## config.mk

```make
export PLATFORM = sky130hd
export DESIGN_NAME = fetch_top
export DESIGN_NICKNAME = d
export VERILOG_FILES = /design/src/hw/fetch_pkg.sv /design/src/hw/fetch_ctrl.sv /design/src/hw/pc_gen.sv /design/src/hw/inst_buffer.sv /design/src/hw/imem.sv /design/src/hw/fetch_top.sv
export SDC_FILE = /design/constraint.sdc
export NUM_CORES = 1
export LEC_CHECK = 0
export ABC_AREA = 1
export BUFFER_PORTS_ARGS = -buffer_cell sky130_fd_sc_hd__buf_2
export CAP_MARGIN = 15
export CORE_MARGIN = 8
export CORE_UTILIZATION = 40
export DETAILED_ROUTE_END_ITERATION = 6
export PLACE_DENSITY = 0.74
export SLEW_MARGIN = 20
export SYNTH_ARGS = -nofsm -noshare
export SYNTH_HDL_FRONTEND = slang
export SYNTH_SLANG_ARGS = --single-unit
```

## constraint.sdc

```tcl
create_clock -name clk -period 1.5 [get_ports clk]
set_clock_uncertainty 0.15 [all_clocks]
set_input_delay 0.3 -clock clk [delete_from_list [all_inputs] [get_ports clk]]
set_output_delay 0.3 -clock clk [all_outputs]
set_load 0.05 [all_outputs]
```

## src/dv/imem.hex

```
// One 32-bit instruction word per line in hex, word address 0 upward.
00000013
00400093
00800113
00c00193
00208233
404182b3
0062f333
0062e3b3
00731463
00a00413
00140413
fe941ee3
00112023
00012483
00448513
0080056f
00000597
01058593
0005a603
00c686b3
40d70733
0017d793
00179813
0107e8b3
00088913
00190993
01399a63
00000a13
001a0a13
00aa1463
30200073
0000006f

```

## src/hw/fetch_pkg.sv

```systemverilog
package fetch_pkg;

    // Widths of the fetch path.
    localparam int ADDR_W = 32;
    localparam int DATA_W = 32;

    // Bit positions inside a fault code.
    localparam int FAULT_PAGE = 0;
    localparam int FAULT_XES  = 1;

    // Byte address, used for every PC and redirect target.
    typedef logic [ADDR_W-1:0] addr_t;

    // One instruction word.
    typedef logic [DATA_W-1:0] inst_t;

    // Fault code returned with each word, bit 1 access and bit 0 page.
    typedef logic [1:0] fault_t;

    // Step between sequential fetches.
    localparam addr_t PC_STEP = addr_t'(4);

endpackage

```

## src/hw/fetch_ctrl.sv

```systemverilog
`timescale 1ns/1ps

module fetch_ctrl (
    input  logic clk,
    input  logic rstn,
    input  logic redirect,
    input  logic busy,
    input  logic stall,
    output logic imem_req,
    output logic inst_valid,
    output logic buf_load,
    output logic buf_sel
);

    logic pending;   // A request is out and its word not yet delivered.
    logic buf_valid; // Buffer holds a word that decode has not taken.
    logic arrived;

    // Memory data belongs to the pending request once busy drops.
    assign arrived = pending & ~busy;

    // One request at a time. A new one may go out in the delivery cycle.
    assign imem_req = ~busy & ~redirect & (inst_valid | ~pending);

    assign inst_valid = (arrived | buf_valid) & ~stall & ~redirect;

    // Catch the word when decode cannot take it.
    assign buf_load = arrived & stall & ~buf_valid & ~redirect;

    assign buf_sel = buf_valid;

    always_ff @(posedge clk or negedge rstn) begin
        if (!rstn) begin
            pending <= 1'b0;
        end else if (redirect) begin
            pending <= 1'b0; // Late data from this request is ignored.
        end else if (imem_req) begin
            pending <= 1'b1;
        end else if (inst_valid) begin
            pending <= 1'b0;
        end
    end

    always_ff @(posedge clk or negedge rstn) begin
        if (!rstn) begin
            buf_valid <= 1'b0;
        end else if (redirect) begin
            buf_valid <= 1'b0;
        end else if (buf_load) begin
            buf_valid <= 1'b1;
        end else if (inst_valid) begin
            buf_valid <= 1'b0;
        end
    end

endmodule

```

## src/hw/pc_gen.sv

```systemverilog
`timescale 1ns/1ps

module pc_gen import fetch_pkg::*; #(
    parameter addr_t RESET_PC = '0
) (
    input  logic  clk,
    input  logic  rstn,
    input  logic  eret_en,
    input  addr_t ret_epc,
    input  logic  irq_en,
    input  addr_t irq_vec,
    input  logic  alu_en,
    input  addr_t alu_target,
    input  logic  jump_en,
    input  addr_t jump_target,
    input  logic  advance,
    input  logic  deliver,
    output logic  redirect,
    output addr_t fetch_pc,
    output addr_t pc
);

    addr_t target;
    addr_t fetch_pc_nxt;

    assign redirect = eret_en | irq_en | alu_en | jump_en;

    // Exception return first, then interrupt, ALU branch, jump.
    assign target = eret_en ? ret_epc    :
                    irq_en  ? irq_vec    :
                    alu_en  ? alu_target :
                              jump_target;

    assign fetch_pc_nxt = redirect ? target : fetch_pc + PC_STEP;

    always_ff @(posedge clk or negedge rstn) begin
        if (!rstn) begin
            fetch_pc <= RESET_PC;
        end else if (advance | redirect) begin
            fetch_pc <= fetch_pc_nxt;
        end
    end

    // PC of the word handed to decode. Lags the fetch PC by one request.
    always_ff @(posedge clk or negedge rstn) begin
        if (!rstn) begin
            pc <= RESET_PC;
        end else if (redirect) begin
            pc <= target;
        end else if (deliver) begin
            pc <= fetch_pc;
        end
    end

endmodule

```

## src/hw/inst_buffer.sv

```systemverilog
`timescale 1ns/1ps

module inst_buffer import fetch_pkg::*; (
    input  logic   clk,
    input  logic   rstn,
    input  inst_t  rdata,
    input  fault_t bad,
    input  logic   busy,
    input  logic   buf_load,
    input  logic   buf_sel,
    output inst_t  inst,
    output fault_t fault
);

    inst_t  inst_q;
    fault_t fault_q;

    always_ff @(posedge clk or negedge rstn) begin
        if (!rstn) begin
            inst_q  <= '0;
            fault_q <= '0;
        end else if (buf_load) begin
            inst_q  <= rdata;
            fault_q <= bad;
        end
    end

    // Held word wins, then live memory data.
    always_comb begin
        if (buf_sel) begin
            inst  = inst_q;
            fault = fault_q;
        end else if (!busy) begin
            inst  = rdata;
            fault = bad;
        end else begin
            inst  = '0;
            fault = '0;
        end
    end

endmodule

```

## src/hw/imem.sv

```systemverilog
`timescale 1ns/1ps

module imem import fetch_pkg::*; #(
    parameter int    MEM_WORDS   = 32,
    parameter addr_t NX_BASE     = addr_t'(32'h60),
    parameter int    WAIT_CYCLES = 1
) (
    input  logic   clk,
    input  logic   rstn,
    input  logic   req,
    input  addr_t  addr,
    output logic   busy,
    output inst_t  rdata,
    output fault_t bad
);

    localparam int    IDX_W   = $clog2(MEM_WORDS);
    localparam int    CNT_W   = $clog2(WAIT_CYCLES + 1);
    localparam addr_t MAP_END = addr_t'(MEM_WORDS * 4);

    inst_t             rom [MEM_WORDS];
    addr_t             addr_q;
    logic [CNT_W-1:0]  wait_cnt;
    logic [IDX_W-1:0]  idx;

    initial begin
        $readmemh("/design/src/dv/imem.hex", rom);
    end

    // Latch the address and start the wait count.
    always_ff @(posedge clk or negedge rstn) begin
        if (!rstn) begin
            addr_q   <= '0;
            wait_cnt <= '0;
        end else if (req) begin
            addr_q   <= addr;
            wait_cnt <= CNT_W'(WAIT_CYCLES);
        end else if (wait_cnt != '0) begin
            wait_cnt <= wait_cnt - 1'b1;
        end
    end

    assign busy = (wait_cnt != '0);
    assign idx  = addr_q[IDX_W+1:2]; // Word index, byte offset dropped.

    always_comb begin
        bad = '0;
        if (addr_q >= MAP_END) begin
            rdata           = '0; // Unmapped.
            bad[FAULT_PAGE] = 1'b1;
        end else begin
            rdata = rom[idx];
            if (addr_q >= NX_BASE) begin
                bad[FAULT_XES] = 1'b1; // Data still returned.
            end
        end
    end

endmodule

```

## src/hw/fetch_top.sv

```systemverilog
`timescale 1ns/1ps

module fetch_top import fetch_pkg::*; #(
    parameter addr_t RESET_PC    = '0,
    parameter int    MEM_WORDS   = 32,
    parameter addr_t NX_BASE     = addr_t'(32'h60),
    parameter int    WAIT_CYCLES = 1
) (
    input  logic  clk,
    input  logic  rstn,
    input  logic  eret_en,
    input  addr_t ret_epc,
    input  logic  irq_en,
    input  addr_t irq_vec,
    input  logic  alu_en,
    input  addr_t alu_target,
    input  logic  jump_en,
    input  addr_t jump_target,
    input  logic  stall,
    output addr_t pc,
    output inst_t inst,
    output logic  inst_valid,
    output logic  page_fault,
    output logic  xes_fault
);

    logic   redirect;
    logic   imem_req;
    addr_t  imem_addr;
    logic   busy;
    inst_t  rdata;
    fault_t bad;
    logic   buf_load;
    logic   buf_sel;
    fault_t fault;

    fetch_ctrl u_ctrl (
        .clk        (clk),
        .rstn       (rstn),
        .redirect   (redirect),
        .busy       (busy),
        .stall      (stall),
        .imem_req   (imem_req),
        .inst_valid (inst_valid),
        .buf_load   (buf_load),
        .buf_sel    (buf_sel)
    );

    pc_gen #(
        .RESET_PC (RESET_PC)
    ) u_pc (
        .clk         (clk),
        .rstn        (rstn),
        .eret_en     (eret_en),
        .ret_epc     (ret_epc),
        .irq_en      (irq_en),
        .irq_vec     (irq_vec),
        .alu_en      (alu_en),
        .alu_target  (alu_target),
        .jump_en     (jump_en),
        .jump_target (jump_target),
        .advance     (imem_req),
        .deliver     (inst_valid),
        .redirect    (redirect),
        .fetch_pc    (imem_addr),
        .pc          (pc)
    );

    inst_buffer u_buf (
        .clk      (clk),
        .rstn     (rstn),
        .rdata    (rdata),
        .bad      (bad),
        .busy     (busy),
        .buf_load (buf_load),
        .buf_sel  (buf_sel),
        .inst     (inst),
        .fault    (fault)
    );

    imem #(
        .MEM_WORDS   (MEM_WORDS),
        .NX_BASE     (NX_BASE),
        .WAIT_CYCLES (WAIT_CYCLES)
    ) u_imem (
        .clk   (clk),
        .rstn  (rstn),
        .req   (imem_req),
        .addr  (imem_addr),
        .busy  (busy),
        .rdata (rdata),
        .bad   (bad)
    );

    assign page_fault = fault[FAULT_PAGE];
    assign xes_fault  = fault[FAULT_XES];

endmodule

```

==> impl_metrics.csv, run 1 <==
group,metric,value,unit
floorplanning,die_y,141,µm
floorplanning,initial_utilization,41.0,%
placed_design,placed_cells,1370,
setup_path,required,1.05,ns
clocking,htreeDepth,3,
power,peakVddDrop,0.614,mV
final_layout,drive_gt1_share,43.9,%
routing,routed_wl,27400,µm
global_route,grt_pass1_wl,38300,µm
setup_path,cp.arrival,1.69,ns
floorplanning,pin_count,202,
floorplanning,die-area,19800,µm²
setup_path,startpoint,"u_imem.addr_q[15]$_DFFE_PN0P_",
placed_design,place_congestion,0.934,
routing,vias,7922,
clocking,cts_buffers,9,
sta,worst_hold_slack,0.118,ns
final_layout,final_cells,1425,
clocking,clk_latency,0.36,ns
sta,finalSetupViolations,102,
final_layout,final_cell_mix,"nand2_1, buf_2, nor2_1, buf_4, dfrtp_1",
power,power_density,879,nW/µm²
sta,rsz0062_at_grt,"true",
final_layout,area_growth,60.8,%
job,max-cap-violations,0,
floorplanning,core,15200,µm²
power,power,8.80,mW
sta,fmax,466,MHz
floorplanning,die_w,141,µm
hold_path,hp-class,"in -> reg",
routing,wire_per_inst,19.2,µm
sta,period_share,143,%
routing,drt-initial-drc-count,976,
logic_synthesis,syn_inst,938,
logic_synthesis,synth.distinct_cells,32,
setup_path,cp-end-kind,"primary output",
sta,hold_viol,0,
placed_design,dp_hpwl,16800,µm
clocking,cts_sinks,96,
setup_path,crit_type,"reg -> out",
floorplanning,rows,45,
logic_synthesis,syn_area_per_cell,6.64,µm²
final_layout,fin_nets,1368,
power,leakagePower,5.12,nW
logic_synthesis,synth-seq-cells,96,
setup_path,cp-start-kind,"flip-flop",
run_status,violations,"setup timing",
routing,drc,0,
global_route,grt_pass1_vias,7541,
clocking,cts_tree,"built",
setup_path,timing.rr.start,"u_pc.fetch_pc[3]$_DFFE_PN0P_",
routing,via_per_inst,5.56,
final_layout,mostFrequentLayoutCell,"nand2_1",
logic_synthesis,yosysWarnings,0,
global_route,grt_max_degree,51,
logic_synthesis,synth_seq_area_share,38.6,%
clocking,clockRootBuffer,"clkbuf_16",
routing,drt-pass1-iter-count,6,
global_route,antenna_found_initial,1,
run_status,status,"finished, violations left",
global_route,track_usage,24.0,%
clocking,clk_pin_slew_worst_paths,0.07,ns
hold_path,min_from,"ret_epc[3]",
logic_synthesis,syn_area,6230,µm²
sta,period_needed,2.14,ns
sta,slew_viol_final,0,
routing,postRouteAntennaNets,0,
sta,fin_ws,-0.644,ns
setup_path,cp_max_fo,2,
placed_design,io_buffers,169,
global_route,overflow,0,
sta,setup-tns-final,-24.42,ns
clocking,cts_buffer_depth,2,
final_layout,utilization,65.9,%
## path summary, 6_finish.rpt
kind	cells past startpoint	slack, ns	endpoint
worst max-delay path	6	-0.64	xes_fault
max in group asynchronous	3	0.62	u_pc.fetch_pc[25]$_DFFE_PN0P_
worst min-delay path	3	0.12	u_pc.pc[3]$_DFFE_PN0P_
worst min register to register	2	0.33	u_imem.addr_q[23]$_DFFE_PN0P_
min in group asynchronous	3	0.32	u_pc.fetch_pc[4]$_DFFE_PN0P_
worst max register to register	11	-0.49	u_pc.fetch_pc[28]$_DFFE_PN0P_
## cells in the mapped netlist
cell	instances	area (µm²)
a21oi_1	17	85.1
a22oi_2	2	25.0
a31oi_1	18	113
and2_1	1	6.26
buf_2	20	100
buf_4	44	330
buf_6	3	33.8
clkbuf_1	10	37.5
clkinv_1	1	3.75
conb_1	1	3.75
dfrtp_1	96	2400
ha_1	1	12.5
inv_1	46	173
inv_2	3	11.3
inv_4	1	6.26
nand2_1	358	1340
nand2_2	3	18.8
nand2_4	4	45.0
nand3_1	73	365
nand3b_1	1	7.51
nand4_1	1	6.26
nand4_2	1	12.5
nor2_1	133	499
nor2_2	7	43.8
nor2_4	5	56.3
nor3_1	2	10.0
nor4_1	2	12.5
o211ai_1	12	90.1
o211ai_2	1	12.5
o21ai_0	44	220
o21ai_1	25	125
xor2_1	2	17.5
## repair_timing
item,in CTS,in global routing
hold buffers,1,0
hold endpoints to repair,96,0
setup buffers,21,20
resized for setup,160,178
pin swaps,49,48
endpoints found under the setup margin,96,102
gates cloned,12,1
## final cells by class
type | count | area (µm²)
fill | 1109 | 5190
multi-input combinational | 745 | 4120
timing repair buffer | 329 | 2730
sequential | 96 | 2400
clock buffer | 13 | 270
tap | 188 | 235
inverter | 51 | 215
clock inverter | 2 | 37.5
antenna | 1 | 2.50
## state kept, by name (all words and copies together) (netlist names)
| register | flops |
|---|---|
| u_imem.addr_q | 27 |
| u_buf.fault_q | 2 |
| u_pc.fetch_pc | 32 |
| u_ctrl.pending | 1 |
| u_pc.pc | 32 |
| u_ctrl.buf_sel | 1 |
| u_imem.busy | 1 |
## where the power goes
part	internal, mW	switching (mW)	total (mW)
clock network	1.42	1.03	2.45
logic	1.15	1.86	3.00
registers	2.96	0.385	3.35
total	5.53	3.27	8.80
## metal layers
layer | routed length [µm] | GRT usage [%] | vias to the layer above
met4 | 1700 | 10.9 | 0
li1 | - | - | 3525
met2 | 12700 | 39.7 | 598
met5 | 0 | 0 | -
met3 | 3080 | 5.50 | 164
met1 | 9990 | 29.4 | 3635
## worst max-delay path, cell delays in order (launching register included)
cell and delay, ns:
dfrtp_1 0.41, nor4_2 0.26, nand2_1 0.09, nor3_2 0.22
nand3_1 0.15, nand2_4 0.09, buf_12 0.13
## kinds of logic (layout without fill, tap and decap cells)
| group | after synthesis | count (layout) | share of synthesized area, % |
|---|---|---|---|
| AND/OR/NAND/NOR | 591 | 591 | 39.0 |
| buffers and inverters | 128 | 395 | 11.2 |
| AO/OA/AOI/OAI | 119 | 119 | 10.8 |
| flip-flops | 96 | 96 | 38.6 |
| XOR/XNOR | 2 | 2 | 0.281 |
| adder cells (fa/ha/maj) | 1 | 1 | 0.201 |
| other | 1 | 33 | 0.0602 |
## per-stage QoR
| step | cell area, µm² | worst slack (ns) |
|---|---|---|
| floorplan | 6390 | -0.167 |
| global placement | 8090 | -0.331 |
| detailed placement | 8090 | -0.351 |
| CTS | 9390 | -0.677 |
| global route | 10000 | -0.768 |
| finish | 10000 | -0.644 |
Note: power is estimated with default switching activity, not from simulation.
==> run 2, diff against run 1 <==
PLACE_DENSITY = 0.65   (was 0.74)
SYNTH_HIERARCHICAL = 1   (was default)
==> impl_metrics.csv, run 2 <==
group,metric,value,unit
run_status,status,"finished, violations left",
run_status,violations,"setup timing",
logic_synthesis,synth_top_flop_cell,"dfrtp_1",
hold_path,min_from,"ret_epc[13]",
placed_design,io_buffers,201,
sta,hold_viol,0,
setup_path,required,1.05,ns
clocking,clk_pin_slew_worst_paths,0.06,ns
final_layout,mostFrequentLayoutCell,"nand2_1",
clocking,cts_sinks,128,
final_layout,final_cell_mix,"nand2_1, buf_4, buf_2, dfrtp_1, nor2_1",
sta,period_needed,2.23,ns
hold_path,hold_end,"u_pc/pc[13]$_DFFE_PN0P_",
placed_design,dp_hpwl,20300,µm
global_route,grt_pass1_vias,9847,
power,power,12.6,mW
global_route,antenna_found_initial,0,
setup_path,crit_type,"reg -> out",
setup_path,timing.rr.start,"u_ctrl/buf_sel$_DFFE_PN0P_",
setup_path,r2r-end,"u_pc/pc[26]$_DFFE_PN0P_",
power,peakVddDrop,0.768,mV
logic_synthesis,syn_area_per_cell,6.64,µm²
logic_synthesis,yosys-top-cells-area,"dfrtp_1, nand2_1, nor2_1",
logic_synthesis,syn_area,8180,µm²
sta,setup-tns-final,-58.93,ns
clocking,cts_tree,"built",
final_layout,fillCellCount,1501,
logic_synthesis,yosysWarnings,6,
sta,period_share,148,%
logic_synthesis,synth_most_common_cell,"nand2_1",
floorplanning,rows,52,
setup_path,cp-start-kind,"flip-flop",
clocking,cts_buffer_depth,2,
setup_path,reg2reg_depth,14,
global_route,track_usage,23.7,%
floorplanning,die_w,159,µm
final_layout,multi_input_area,5290,µm²
sta,fmax,449,MHz
logic_synthesis,synth_top_cell_area_share,39.2,%
final_layout,antenna_cells,0,
clocking,htreeDepth,4,
floorplanning,die_y,159,µm
routing,drc,0,
setup_path,crit_buf_inv,3,
logic_synthesis,syn_inst,1232,
power,power_density,894,nW/µm²
logic_synthesis,synth.distinct_cells,30,
final_layout,drive_gt1_share,45.7,%
setup_path,cp-end-kind,"primary output",
sta,finalSetupViolations,160,
floorplanning,die-area,25300,µm²
sta,slew_viol_final,0,
logic_synthesis,synth_seq_area_share,39.2,%
setup_path,cpPeakStageDelay,0.36,ns
logic_synthesis,synthTopCellsByCount,"nand2_1, nor2_1, dfrtp_1, inv_1, o21ai_0",
global_route,overflow,0,
setup_path,path_common_cell,"nand2_2",
final_layout,ff_latch_area,3210,µm²
setup_path,crit_path_cell_trace,"inv_1 > nand2_1 > nor2_2 > nand2_1 > nor2_2 > nand2_2 > buf_6 > nand2_2 > nand2_2 > buf_8",
setup_path,cpMaxStageDelayCell,"dfrtp_1",
logic_synthesis,async_flop_share,100,%
routing,vias,9575,
logic_synthesis,synth-seq-cells,128,
routing,postRouteAntennaNets,0,
logic_synthesis,synth_edf_count,0,
clocking,cts_buffers,17,
global_route,grt_max_degree,37,
job,max-cap-violations,0,
global_route,grt_pass1_wl,49200,µm
floorplanning,core,20200,µm²
final_layout,fin_area,14100,µm²
setup_path,cp_max_fo,2,
setup_path,critPathTopFamily,"simple AND/OR/NAND/NOR gates",
final_layout,fin_nets,1757,
placed_design,place_congestion,0.876,
power,leakagePower,6.91,nW
routing,via_per_inst,5.03,
clocking,clockRootBuffer,"clkbuf_16",
sta,rsz0062_at_grt,"true",
final_layout,reg_top3,"u_buf/inst_q x32, u_pc/fetch_pc x32, u_pc/pc x32",
routing,routed_wl,32600,µm
floorplanning,initial_utilization,40.5,%
placed_design,place_ws,-0.378,ns
hold_path,hold_path_depth,3,
placed_design,placed_cell_area,10400,µm²
logic_synthesis,synth_top_area_cell,"dfrtp_1",
routing,wire_per_inst,17.1,µm
sta,fin_ws,-0.727,ns
clocking,clk_latency,0.43,ns
hold_path,hp-class,"in -> reg",
floorplanning,pin_count,202,
routing,drt-initial-drc-count,760,
final_layout,area_growth,72.0,%
setup_path,cp.arrival,1.78,ns
routing,drt-pass1-iter-count,5,
setup_path,regToRegSetupSlack,-0.52,ns
[run 2: repair_timing]
| action | 4_1_cts | 5_1_grt |
|---|---|---|
| gates cloned | 17 | 3 |
| endpoints found under the hold margin | 130 | 0 |
| setup buffers | 64 | 32 |
| resized for setup | 332 | 346 |
| pin swaps | 49 | 79 |
| setup endpoints to repair | 179 | 189 |
| hold buffers | 3 | 0 |
[run 2: area by class of cell]
cell class,instances,share of cell area (%)
sequential,128,22.8
timing repair inverter,3,0.303
clock buffer,18,3.05
timing repair buffer,428,28.8
multi-input combinational,917,37.6
inverter,126,3.60
clock inverter,13,1.33
tap,270,2.40
[run 2: worst max path at each step]
stage                                              from                       endpoint  slack [ns]  cells after the start
after floorplan                                  alu_en  u_imem/addr_q[14]$_DFFE_PN0P_       -0.38                     10
after global placement    u_imem/addr_q[24]$_DFFE_PN0P_                      xes_fault       -0.37                     10
after detailed placement  u_imem/addr_q[25]$_DFFE_PN0P_                      xes_fault       -0.38                     10
after CTS                 u_imem/addr_q[24]$_DFFE_PN0P_                      xes_fault       -0.66                     10
after global routing      u_imem/addr_q[27]$_DFFE_PN0P_                      xes_fault       -0.84                     10
final                     u_imem/addr_q[29]$_DFFE_PN0P_                     page_fault       -0.73                     10
[run 2: power by group]
part	total (mW)	switching, mW	internal [mW]	leakage (nW)
Sequential	4.33	0.406	3.93	1.42
Combinational	3.80	2.13	1.67	5.20
Clock	4.44	1.67	2.78	0.289
Total	12.6	4.20	8.37	6.91
[run 2: logic make-up (layout without fill, tap and decap cells)]
family | count (synthesis) | in the layout | synth area share [%]
adder cells (fa/ha/maj) | 1 | 1 | 0.153
multiplexers | 6 | 6 | 1.10
other | 1 | 32 | 0.0459
AO/OA/AOI/OAI | 212 | 212 | 13.6
XOR/XNOR | 1 | 1 | 0.107
flip-flops | 128 | 128 | 39.2
AND/OR/NAND/NOR | 665 | 665 | 32.5
buffers and inverters | 218 | 588 | 13.3
[run 2: layer usage]
| layer | GRT usage, % | wire [µm] |
|---|---|---|
| met4 | 8.75 | 883 |
| met3 | 5.40 | 2240 |
| met2 | 42.7 | 16900 |
| met5 | 0 | 0 |
| met1 | 27.0 | 12500 |
[run 2: tightest hold or removal path, stage by stage]
cell and delay [ns]:
buf_2 0.07, o211ai_1 0.10, a21oi_1 0.13
[run 2: stage by stage]
stage	util, %	hold WS [ns]	instances
after floorplan	-	-0.146	1263
after global placement	51.7	0.0522	1784
after CTS	64.8	0.0606	1897
after global routing	69.7	0.0884	1903
after detailed placement	51.7	0.0487	1784
final	69.7	0.0744	1903
